$ cat src/verilog/mecobo_consts.svh
// widths, pin count, register map and waveform codes
`ifndef MECOBO_CONSTS_SVH
`define MECOBO_CONSTS_SVH

// bus word and word address widths
`define WORD_W 16
`define ADDR_W 8

// pin controller bank
`define NUM_PINS   8
`define PIN_STRIDE 4

// register offsets inside one pin's block of words
`define REG_WAVE   2'd0
`define REG_PERIOD 2'd1
`define REG_DUTY   2'd2
`define REG_TICK   2'd3

// waveform codes held in the wave register
`define WAVE_OFF    2'd0
`define WAVE_SQUARE 2'd1
`define WAVE_PWM    2'd2
`define WAVE_HIGH   2'd3

// serial DAC window, placed above the pin range
`define DAC_BASE   8'h40
`define DAC_DATA   8'd0
`define DAC_STATUS 8'd1

`endif

$ cat src/verilog/mecobo_pkg.sv
// shared word, address and waveform types, DAC state enum
`include "mecobo_consts.svh"

package mecobo_pkg;

  // one bus or register word
  typedef logic [`WORD_W-1:0] word_t;

  // word address on the register bus
  typedef logic [`ADDR_W-1:0] reg_addr_t;

  // waveform select code of a pin
  typedef logic [1:0] wave_sel_t;

  // serial DAC sequencer states
  typedef enum logic [1:0] {
    DAC_IDLE,
    DAC_SHIFT,
    DAC_LOAD
  } dac_state_t;

endpackage

$ cat src/verilog/wb_reg_port.sv
// Wishbone classic slave: address decode, write strobes, read mux, DAC stall
`timescale 1ns/1ps
`include "mecobo_consts.svh"

module wb_reg_port (
  input  logic                  sys_clk,
  input  logic                  reset,
  input  logic                  wb_cyc,
  input  logic                  wb_stb,
  input  logic                  wb_we,
  input  mecobo_pkg::reg_addr_t wb_adr,
  input  mecobo_pkg::word_t     wb_dat_w,
  output mecobo_pkg::word_t     wb_dat_r,
  output logic                  wb_ack,
  output mecobo_pkg::reg_addr_t reg_addr,
  output mecobo_pkg::word_t     wr_data,
  output logic                  pin_wr,
  output logic                  dac_wr,
  input  mecobo_pkg::word_t     pin_rdata,
  input  mecobo_pkg::word_t     dac_rdata,
  input  logic                  dac_busy
);
  import mecobo_pkg::*;

  localparam int PIN_SPAN = `NUM_PINS * `PIN_STRIDE;
  localparam reg_addr_t DAC_DATA_ADDR = reg_addr_t'(`DAC_BASE + `DAC_DATA);
  localparam reg_addr_t DAC_STATUS_ADDR = reg_addr_t'(`DAC_BASE + `DAC_STATUS);

  logic  pin_hit;
  logic  dac_hit;
  logic  stall;
  logic  req;
  word_t read_word;

  // master holds address and data until ack, so both pass straight through
  assign reg_addr = wb_adr;
  assign wr_data  = wb_dat_w;

  assign pin_hit = (int'(wb_adr) < PIN_SPAN);
  assign dac_hit = (wb_adr == DAC_DATA_ADDR) || (wb_adr == DAC_STATUS_ADDR);

  // new word for the converter has to wait until the current one is out
  assign stall = wb_we && (wb_adr == DAC_DATA_ADDR) && dac_busy;

  // a request not yet answered
  assign req = wb_cyc && wb_stb && !wb_ack;

  // unmapped addresses read as zero
  always_comb begin
    if (pin_hit) begin
      read_word = pin_rdata;
    end else if (dac_hit) begin
      read_word = dac_rdata;
    end else begin
      read_word = '0;
    end
  end

  // single-cycle ack, one cycle after the strobe is seen
  always_ff @(posedge sys_clk) begin
    if (reset) begin
      wb_ack <= 1'b0;
    end else begin
      wb_ack <= req && !stall;
    end
  end

  // reply word captured together with the ack
  always_ff @(posedge sys_clk) begin
    if (req && !stall) begin
      wb_dat_r <= read_word;
    end
  end

  // write strobes line up with the ack cycle
  assign pin_wr = wb_ack && wb_we && pin_hit;
  assign dac_wr = wb_ack && wb_we && dac_hit;

endmodule

$ cat src/verilog/pin_controller.sv
// one output pin: wave, period and duty registers, tick counter, waveform compare
`timescale 1ns/1ps
`include "mecobo_consts.svh"

module pin_controller (
  input  logic              sys_clk,
  input  logic              reset,
  input  logic              wr,
  input  logic [1:0]        reg_offset,
  input  mecobo_pkg::word_t wr_data,
  output mecobo_pkg::word_t rdata,
  output logic              pin
);
  import mecobo_pkg::*;

  wave_sel_t wave;
  word_t     period;
  word_t     duty;
  word_t     tick;
  logic      restart;
  logic      level;

  // new waveform or period starts the cycle over
  assign restart = wr && ((reg_offset == `REG_WAVE) || (reg_offset == `REG_PERIOD));

  // configuration registers, tick is read only
  always_ff @(posedge sys_clk) begin
    if (reset) begin
      wave   <= `WAVE_OFF;
      period <= '0;
      duty   <= '0;
    end else if (wr) begin
      case (reg_offset)
        `REG_WAVE:   wave   <= wr_data[1:0];
        `REG_PERIOD: period <= wr_data;
        `REG_DUTY:   duty   <= wr_data;
        default:     ;
      endcase
    end
  end

  // free-running tick, wraps at period-1
  always_ff @(posedge sys_clk) begin
    if (reset || restart) begin
      tick <= '0;
    end else if (period == '0) begin
      // zero period parks the counter
      tick <= '0;
    end else if (tick >= period - 1'b1) begin
      tick <= '0;
    end else begin
      tick <= tick + 1'b1;
    end
  end

  // level for the current tick
  always_comb begin
    case (wave)
      `WAVE_SQUARE: level = (tick < (period >> 1));
      `WAVE_PWM:    level = (tick < duty);
      `WAVE_HIGH:   level = 1'b1;
      default:      level = 1'b0;
    endcase
  end

  // registered so the pin trails the tick by one cycle
  always_ff @(posedge sys_clk) begin
    if (reset) begin
      pin <= 1'b0;
    end else begin
      pin <= level;
    end
  end

  // readback
  always_comb begin
    case (reg_offset)
      `REG_WAVE:   rdata = word_t'(wave);
      `REG_PERIOD: rdata = period;
      `REG_DUTY:   rdata = duty;
      default:     rdata = tick;
    endcase
  end

endmodule

$ cat src/verilog/pin_bank.sv
// bank of pin controllers with write steering and read select
`timescale 1ns/1ps
`include "mecobo_consts.svh"

module pin_bank (
  input  logic                  sys_clk,
  input  logic                  reset,
  input  mecobo_pkg::reg_addr_t reg_addr,
  input  mecobo_pkg::word_t     wr_data,
  input  logic                  pin_wr,
  output mecobo_pkg::word_t     pin_rdata,
  output logic [`NUM_PINS-1:0]  pins
);
  import mecobo_pkg::*;

  localparam int IDX_W = $clog2(`NUM_PINS);
  localparam int OFS_W = $clog2(`PIN_STRIDE);

  logic [IDX_W-1:0] pin_idx;
  logic [OFS_W-1:0] reg_offset;
  word_t            rdata_arr [`NUM_PINS];

  // low bits pick the register, the bits above pick the pin
  assign reg_offset = reg_addr[OFS_W-1:0];
  assign pin_idx    = reg_addr[OFS_W +: IDX_W];

  genvar p;
  generate
    for (p = 0; p < `NUM_PINS; p++) begin : gen_pin
      logic pin_sel_wr;

      // only the addressed controller sees the write
      assign pin_sel_wr = pin_wr && (pin_idx == IDX_W'(p));

      pin_controller pin_controller_inst (
        .sys_clk    (sys_clk),
        .reset      (reset),
        .wr         (pin_sel_wr),
        .reg_offset (reg_offset),
        .wr_data    (wr_data),
        .rdata      (rdata_arr[p]),
        .pin        (pins[p])
      );
    end
  endgenerate

  // addressed pin's word, port zeroes it outside the pin range
  assign pin_rdata = rdata_arr[pin_idx];

endmodule

$ cat src/verilog/dac_control.sv
// serial DAC: word register, divided serial clock, sync and load sequencing, status
`timescale 1ns/1ps
`include "mecobo_consts.svh"

module dac_control (
  input  logic                  sys_clk,
  input  logic                  reset,
  input  mecobo_pkg::reg_addr_t reg_addr,
  input  mecobo_pkg::word_t     wr_data,
  input  logic                  dac_wr,
  output mecobo_pkg::word_t     dac_rdata,
  output logic                  dac_busy,
  output logic                  dac_sclk,
  output logic                  dac_nsync,
  output logic                  dac_nldac,
  output logic                  dac_din
);
  import mecobo_pkg::*;

  localparam reg_addr_t DATA_ADDR   = reg_addr_t'(`DAC_BASE + `DAC_DATA);
  localparam reg_addr_t STATUS_ADDR = reg_addr_t'(`DAC_BASE + `DAC_STATUS);

  // two sys_clk cycles per serial bit
  localparam int CNT_W = $clog2(2 * `WORD_W);
  localparam logic [CNT_W-1:0] LAST_HALF = CNT_W'(2 * `WORD_W - 1);

  dac_state_t       state;
  word_t            dac_data;
  word_t            shreg;
  logic [CNT_W-1:0] half_cnt;
  logic             start;

  // status writes are accepted but do nothing
  assign start = dac_wr && (reg_addr == DATA_ADDR) && (state == DAC_IDLE);

  always_ff @(posedge sys_clk) begin
    if (reset) begin
      state     <= DAC_IDLE;
      half_cnt  <= '0;
      dac_sclk  <= 1'b0;
      dac_nsync <= 1'b1;
      dac_nldac <= 1'b1;
      dac_data  <= '0;
      shreg     <= '0;
    end else begin
      case (state)
        DAC_IDLE: begin
          if (start) begin
            // MSB is on din one cycle before the first rising sclk
            state     <= DAC_SHIFT;
            dac_data  <= wr_data;
            shreg     <= wr_data;
            half_cnt  <= '0;
            dac_nsync <= 1'b0;
          end
        end
        DAC_SHIFT: begin
          dac_sclk <= ~dac_sclk;
          half_cnt <= half_cnt + 1'b1;
          // next bit goes out on the falling edge
          if (dac_sclk) begin
            shreg <= {shreg[`WORD_W-2:0], 1'b0};
          end
          if (half_cnt == LAST_HALF) begin
            // 16th bit taken, close the frame and pulse load
            state     <= DAC_LOAD;
            dac_nsync <= 1'b1;
            dac_nldac <= 1'b0;
          end
        end
        DAC_LOAD: begin
          dac_nldac <= 1'b1;
          state     <= DAC_IDLE;
        end
        default: begin
          state <= DAC_IDLE;
        end
      endcase
    end
  end

  assign dac_din  = shreg[`WORD_W-1];
  assign dac_busy = (state != DAC_IDLE);

  // readback of last word and busy flag
  always_comb begin
    if (reg_addr == DATA_ADDR) begin
      dac_rdata = dac_data;
    end else if (reg_addr == STATUS_ADDR) begin
      dac_rdata = word_t'(dac_busy);
    end else begin
      dac_rdata = '0;
    end
  end

endmodule

$ cat src/verilog/mecobo_top.sv
// top level: Wishbone port, pin bank and serial DAC controller
`timescale 1ns/1ps
`include "mecobo_consts.svh"

module mecobo_top (
  input  logic                  sys_clk,
  input  logic                  reset,
  input  logic                  wb_cyc,
  input  logic                  wb_stb,
  input  logic                  wb_we,
  input  mecobo_pkg::reg_addr_t wb_adr,
  input  mecobo_pkg::word_t     wb_dat_w,
  output mecobo_pkg::word_t     wb_dat_r,
  output logic                  wb_ack,
  output logic [`NUM_PINS-1:0]  pins,
  output logic                  dac_sclk,
  output logic                  dac_nsync,
  output logic                  dac_nldac,
  output logic                  dac_din
);
  import mecobo_pkg::*;

  // shared register bus
  reg_addr_t reg_addr;
  word_t     wr_data;
  logic      pin_wr;
  logic      dac_wr;
  word_t     pin_rdata;
  word_t     dac_rdata;
  logic      dac_busy;

  wb_reg_port wb_reg_port_inst (
    .sys_clk   (sys_clk),
    .reset     (reset),
    .wb_cyc    (wb_cyc),
    .wb_stb    (wb_stb),
    .wb_we     (wb_we),
    .wb_adr    (wb_adr),
    .wb_dat_w  (wb_dat_w),
    .wb_dat_r  (wb_dat_r),
    .wb_ack    (wb_ack),
    .reg_addr  (reg_addr),
    .wr_data   (wr_data),
    .pin_wr    (pin_wr),
    .dac_wr    (dac_wr),
    .pin_rdata (pin_rdata),
    .dac_rdata (dac_rdata),
    .dac_busy  (dac_busy)
  );

  pin_bank pin_bank_inst (
    .sys_clk   (sys_clk),
    .reset     (reset),
    .reg_addr  (reg_addr),
    .wr_data   (wr_data),
    .pin_wr    (pin_wr),
    .pin_rdata (pin_rdata),
    .pins      (pins)
  );

  dac_control dac_control_inst (
    .sys_clk   (sys_clk),
    .reset     (reset),
    .reg_addr  (reg_addr),
    .wr_data   (wr_data),
    .dac_wr    (dac_wr),
    .dac_rdata (dac_rdata),
    .dac_busy  (dac_busy),
    .dac_sclk  (dac_sclk),
    .dac_nsync (dac_nsync),
    .dac_nldac (dac_nldac),
    .dac_din   (dac_din)
  );

endmodule

$ cat config.mk
export PLATFORM = sky130hd
export DESIGN_NAME = mecobo_top
export DESIGN_NICKNAME = d
export VERILOG_FILES = /design/src/verilog/mecobo_pkg.sv /design/src/verilog/wb_reg_port.sv /design/src/verilog/pin_controller.sv /design/src/verilog/pin_bank.sv /design/src/verilog/dac_control.sv /design/src/verilog/mecobo_top.sv
export VERILOG_INCLUDE_DIRS = /design/src /design/src/verilog
export SDC_FILE = /design/constraint.sdc
export NUM_CORES = 2
export LEC_CHECK = 0
export ABC_AREA = 1
export BUFFER_PORTS_ARGS = -buffer_cell sky130_fd_sc_hd__buf_2
export CAP_MARGIN = 20
export CORE_UTILIZATION = 49
export DETAILED_ROUTE_END_ITERATION = 10
export PLACE_DENSITY = 0.66
export SYNTH_ARGS = -nofsm -noshare
export SYNTH_HDL_FRONTEND = slang
export SYNTH_HIERARCHICAL = 1
export SYNTH_SLANG_ARGS = --single-unit
$ cat constraint.sdc
create_clock -name sys_clk -period 8.7 [get_ports sys_clk]
set_clock_uncertainty 0.2 [all_clocks]
set_input_delay 0.87 -clock sys_clk [delete_from_list [all_inputs] [get_ports sys_clk]]
set_output_delay 0.87 -clock sys_clk [all_outputs]
set_load 0.05 [all_outputs]
======== Yosys cells after proc, flatten, opt, wreduce, memory -nomap -nowiden ========
Index checks and enable logic that the tools add are counted.
storage, ports and cells
  register bits ........................... 467
  bits in latches ......................... 0
  RAM bits ................................ 0
  memory bits (read-only) ................. 0
  output and inout bits ................... 29
  logic and storage cells ................. 261
  memories ................................ 0
operators by class
  add/subtract/negate cells ............... 17
  multiply operators ...................... 0
  div/mod/pow operators ................... 0
  magnitude comparators ................... 26
  eq/ne operators ......................... 41
  shift-type cells ........................ 0
  muxes and demuxes ....................... 36
  bitwise gates (word level) .............. 2
  reduce and logical (&&, ||, !) cells .... 90
operator list
  operator                                                               count
  16-bit case mux with 3 select lines                                    8
  16-bit by 1-bit adder with 16-bit output (second input constant)       8
  16-bit greater-or-equal comparator                                     8
  16-bit logical NOT                                                     8
  16-bit by 15-bit < comparator with 1-bit output                        8
  16-bit < comparator                                                    8
  16-bit by 1-bit subtractor with 16-bit output (second input constant)  8
  16-bit two-way mux                                                     7
  2-bit AND reduction                                                    28
  16-bit binary-select mux with 3-bit select                             1
  2-bit == test (second input constant)                                  18
  16-bit case mux with 2 select lines                                    1
  1-bit logical AND                                                      26
  1-bit case mux with 3 select lines                                     8
  3-bit OR reduction                                                     8
  2-bit by 1-bit == test with 1-bit output (second input constant)       10
  8-bit by 7-bit == test with 1-bit output (second input constant)       2
  3-bit == test (second input constant)                                  4
  1-bit logical OR                                                       10
  5-bit case mux with 2 select lines                                     1
  8-bit by 6-bit < comparator with 1-bit output (second input constant)  1
  3-bit by 2-bit == test with 1-bit output (second input constant)       2
  2-bit by 1-bit != test with 1-bit output (second input constant)       3
  3-bit AND reduction                                                    2
  other kinds (15)                                                       24

======== Depth between registers and ports, before layout ========
  word-level depth ........................ 7
  depth in mapped cells ................... 18
  mapped depth without buffers ............ 17

======== By module ========
The synthesis kept the hierarchy.
modules (own cells, without submodules)
  module                                                             times used  cells each  area an instance (µm²)  sequential area each (µm²)
  pin_controller (pin_bank_inst.gen_pin[0].pin_controller_inst ...)  7           517         3774.9                  1021.0
  pin_controller (pin_bank_inst.gen_pin[7].pin_controller_inst)      1           517         3767.4                  1021.0
  dac_control                                                        1           328         2070.7                  840.8
  pin_bank                                                           1           377         1450.1                  0.0
  wb_reg_port                                                        1           117         1014.7                  500.5

======== Worst setup path before layout ========
Ideal clock, no wire load.
  path type ............................... input port to flip-flop
  start ................................... input wb_adr[0]
  end ..................................... register wb_reg_port_inst.wb_dat_r[12] (data pin)
  data arrival time ....................... 2.532 ns
  slack ................................... 5.838 ns
  stages on the path ...................... 15
  cell sequence ........................... buf_4 buf_2 inv_1 nor2_4 buf_2 nand2_1 o211ai_1 nand2_1 nand2_1 nand2_1 nand2_1 nand2_1 nand2_1 nand2_1 nand2_1
RTL lines
  item                    RTL line           RTL
  start: declaration      mecobo_top.sv:11   input mecobo_pkg::reg_addr_t wb_adr,
  end signal: assignment  wb_reg_port.sv:71  wb_dat_r <= read_word;
  end: declaration        wb_reg_port.sv:13  output mecobo_pkg::word_t wb_dat_r,

======== Worst setup path after layout ========
  start ................................... register wb_reg_port_inst.wb_ack
  end ..................................... register pin_bank_inst.gen_pin[2].pin_controller_inst.duty[4]
between the ends
  word-level cells in the longest chain between the ends .. 4
ends and longest elaborated chain
  item                                           RTL line              RTL
  start: declaration                             wb_reg_port.sv:14     output logic wb_ack,
  start signal: assignment                       wb_reg_port.sv:64     wb_ack <= req && !stall;
  1-bit logical AND (2 in series)                wb_reg_port.sv:76     assign pin_wr = wb_ack && wb_we && pin_hit;
  named net pin_wr                               mecobo_top.sv:26      logic pin_wr;
  1-bit logical AND                              pin_bank.sv:33        assign pin_sel_wr = pin_wr && (pin_idx == IDX_W'(p));
  named net pin_bank_inst.gen_pin[2].pin_sel_wr  pin_bank.sv:30        logic pin_sel_wr;
  2-bit AND reduction (no line)                  -
  end signal: assignment                         pin_controller.sv:36  `REG_DUTY: duty <= wr_data;
  end: declaration                               pin_controller.sv:18  word_t duty;
The timed path passes the listed nets, and every way through them passes these cells.
A chain may end at the register's enable or synchronous reset.

==> impl_metrics.tcl <==
set metrics [dict create \
    status "finished clean" \
    hold_viol 0 \
    gr-total-overflow 0 \
    rows 97 \
    ir_worst_vdd_v 0.000177 \
    clkSinkCount 467 \
    finalNetCount 5320 \
    p_int_mw 3.66 \
    crit_arrival_ns 3.77 \
    post_cts_buffers 0 \
    start_util 0.496 \
    ant_nets 0 \
    syn_area_per_cell_um2 7.00 \
    via_per_inst 5.41 \
    synth_fa_ha_area_frac 0.136 \
    clk_latency_ns 0.64 \
    die_y_um 268 \
    p_total_mw 4.85 \
    p_per_area_nw_per_um2 130 \
    diodes 0 \
    cts_tree "built" \
    post-route-period-util 0.404 \
    path_class "flop to flop" \
    crit_start "wb_reg_port_inst/wb_ack" \
    ctsHoldBuffers 0 \
    final_layout_size_suffix_gt1_frac 0.113 \
    slew_headroom 0.233 \
    synthXorXnorAreaFrac 0.0396 \
    fill_cells 7033 \
    fp.dieW_um 268 \
    routedWlPerCell_um 17.8 \
    core_area_um2 70000 \
    drtIter0Drc 2635 \
    dr_total_vias 31900 \
    power_frac_comb 0.047 \
    required_ns 8.96 \
    p_switching_mw 1.19 \
    synth.area.mux_share 0 \
    yosys.area_share.simple 0.289 \
    max_cap_violations 0 \
    period_needed_ns 3.51 \
    finalSetupViolCount 0 \
    grt_pass1_wl_um 166000 \
    ys_seq_area_frac 0.274 \
    drc 0 \
    synth_top_family_by_area "simple AND/OR/NAND/NOR gates" \
    p_leak_nw 16.8 \
    antenna_found_initial 4 \
    path_max_fanout 31 \
    setup_ws_ns 5.19 \
    tightest_slew_ns 1.15 \
    hp-class "flop to flop" \
    syn_nets 5365 \
    yosysWarnings 6 \
    grt_pass1_vias 29400 \
    synth_compound_area_frac 0.155 \
    dp_slack_ns 4.61 \
    clkPwrFrac 0.508 \
    htreeDepth 2 \
    netlist_area_um2 34700 \
    ios 58 \
    ff_latch_area_um2 9510 \
    path_clk_slew_ns 0.07 \
    cts_resized 0 \
    cp-start-kind "flop" \
    routed_wl_um 105000 \
    multi_input_area_um2 21500 \
    dpl.hpwl_um 75600 \
    drv_slew 0 \
    design.die.area_um2 71900 \
    reg2reg_from "wb_reg_port_inst/wb_ack" \
    grt_max_degree 71 \
    clk_path_buf_depth 3 \
    min_path_cells 1 \
    reg2reg_setup_slack_ns 5.19 \
    cts_buffers 56 \
    switching_share 0.246 \
    rsz0062_at_grt "false" \
    area_delta_synth_final_pct 7.34 \
    endpoint_kind "flop" \
    place.gp.congestion 0.946 \
    setup-tns-final_ns 0 \
    r2r_cells 7 \
    ys_ff_latch 467 \
    root_buffer "clkbuf_16" \
    whs_ns 0.259 \
    port_buffers 57 \
    seqPwrFrac 0.444 \
    grtUsageTotal 0.292 \
    fin_util 0.532 \
    first_pass_iters 8 \
    synth.distinct_cells 40 \
    syn-instance-count 4958 \
    fmax_mhz 285 \
]
## final cells by class
type                    count  area share
multi-input cells        3604       0.577
flip-flops and latches    467       0.255
inverters                 713      0.0718
clock buffers              81      0.0445
well taps                 940      0.0316
repair buffers             71      0.0127
clock inverters            23     0.00722
## per-layer routing
layer | global-route usage | vias to the layer above | part of all wire
li1 | - | 16000 | -
met4 | 0.105 | 4 | 0.036
met2 | 0.468 | 984 | 0.45
met3 | 0.0354 | 192 | 0.066
met1 | 0.401 | 14700 | 0.45
met5 | 0 | - | 0.00020
## critical path: stages (launching register included)
cell	delay, ns
dfxtp_1	0.43
inv_1	0.09
nor4_1	0.65
nand2_1	0.23
nor2_1	0.50
nand2_1	0.76
o21ai_0	0.40
a21oi_1	0.06
## state kept, by name (all words and copies together) (netlist names), 8 cells and up
name                                              cells
pin_bank_inst/gen_pin.pin_controller_inst/wave       16
wb_reg_port_inst/wb_dat_r                            16
pin_bank_inst/gen_pin.pin_controller_inst/duty      128
pin_bank_inst/gen_pin.pin_controller_inst/pin         8
pin_bank_inst/gen_pin.pin_controller_inst/tick      128
dac_control_inst/shreg                               16
dac_control_inst/dac_data                            16
pin_bank_inst/gen_pin.pin_controller_inst/period    128
## stage by stage
| step | cell area [um^2] | std cells |
|---|---|---|
| global route | 37300 | 5899 |
| detailed placement | 35200 | 5791 |
| finish | 37300 | 5899 |
| CTS | 37200 | 5895 |
| floorplan | 34700 | 4958 |
| global placement | 35200 | 5791 |
## how the worst min path moves through the flow
stage | start | endpoint | slack (ns)
floorplan | flop | flop | 0.23
global placement | flop | flop | 0.24
detailed placement | flop | flop | 0.25
CTS | flop | flop | 0.26
global route | dac_control_inst/dac_nsync | dac_control_inst/dac_nsync | 0.29
finish | flop | flop | 0.26
## cell families (layout without fill, tap and decap cells)
| group | after synthesis | count (layout) |
|---|---|---|
| AO/OA/AOI/OAI | 978 | 978 |
| XOR/XNOR | 157 | 157 |
| adder cells (fa/ha/maj) | 378 | 378 |
| buffers and inverters | 887 | 888 |
| flip-flops | 467 | 467 |
| AND/OR/NAND/NOR | 2091 | 2091 |
## cells in the final DEF, fill, tap and decap left out, drive strengths merged
cell      netlist  final
xnor2          16     16
nor2          428    428
ha            378    378
buf           137     71
bufinv          0      5
nand4          66     66
nand3         161    161
clkbuf         37     81
nand3b          7      7
o21a            8      8
dfxtp         451    451
nor3           84     84
a21oi         463    463
o211ai        102    102
nand2        1328   1328
xor2          141    141
o31ai           8      8
o21ai         381    381
edfxtp         16     16
inv           696    696
nor4           16     16
clkinv         17     31
or2             1      1
clkinvlp        0      4
o2111ai        16     16
## Yosys cell counts
master        n  area [um^2]
nand4_4      16          340
o31ai_1       8         60.1
o21ai_0     148          741
buf_6         3         33.8
or2_2         1         6.26
nor2_4      122         1370
buf_1        10         37.5
nor4_1        1         6.26
o21a_1        8         60.1
dfxtp_1     451         9030
nand3_2       9         90.1
nor4_2       15          188
nor2_2       19          119
o2111ai_1    16          140
nand2_2      37          231
nand3_1     152          761
nand2_1    1291         4850
o211ai_1    102          766
buf_2        86          430
clkinv_2      1         5.00
nor3_4       15          244
edfxtp_1     16          480
nor3_2       10          100
ha_1        378         4730
a21oi_1     448         2240
nand4_1      50          313
nor2_1      287         1080
xor2_1      141         1230
clkinv_1     16         60.1
a21oi_4       8          130
buf_12        8          160
xnor2_1      16          140
a21oi_2       7         61.3
inv_1       560         2100
nand3b_1      7         52.6
nor3_1       59          295
o21ai_1     233         1170
buf_4        30          225
clkbuf_1     37          139
inv_2       136          510
## power by group through the flow
stage          Combinational (mW)  Clock [mW]  Sequential (mW)
2_1_floorplan               0.140           0             2.21
5_1_grt                     0.243        2.60             2.15
6_report                    0.230        2.47             2.16
3_5_place_dp                0.224           0             2.20
3_3_place_gp                0.223           0             2.20
4_1_cts                     0.225        2.51             2.16
No activity file was read; power rests on OpenSTA's default activity.
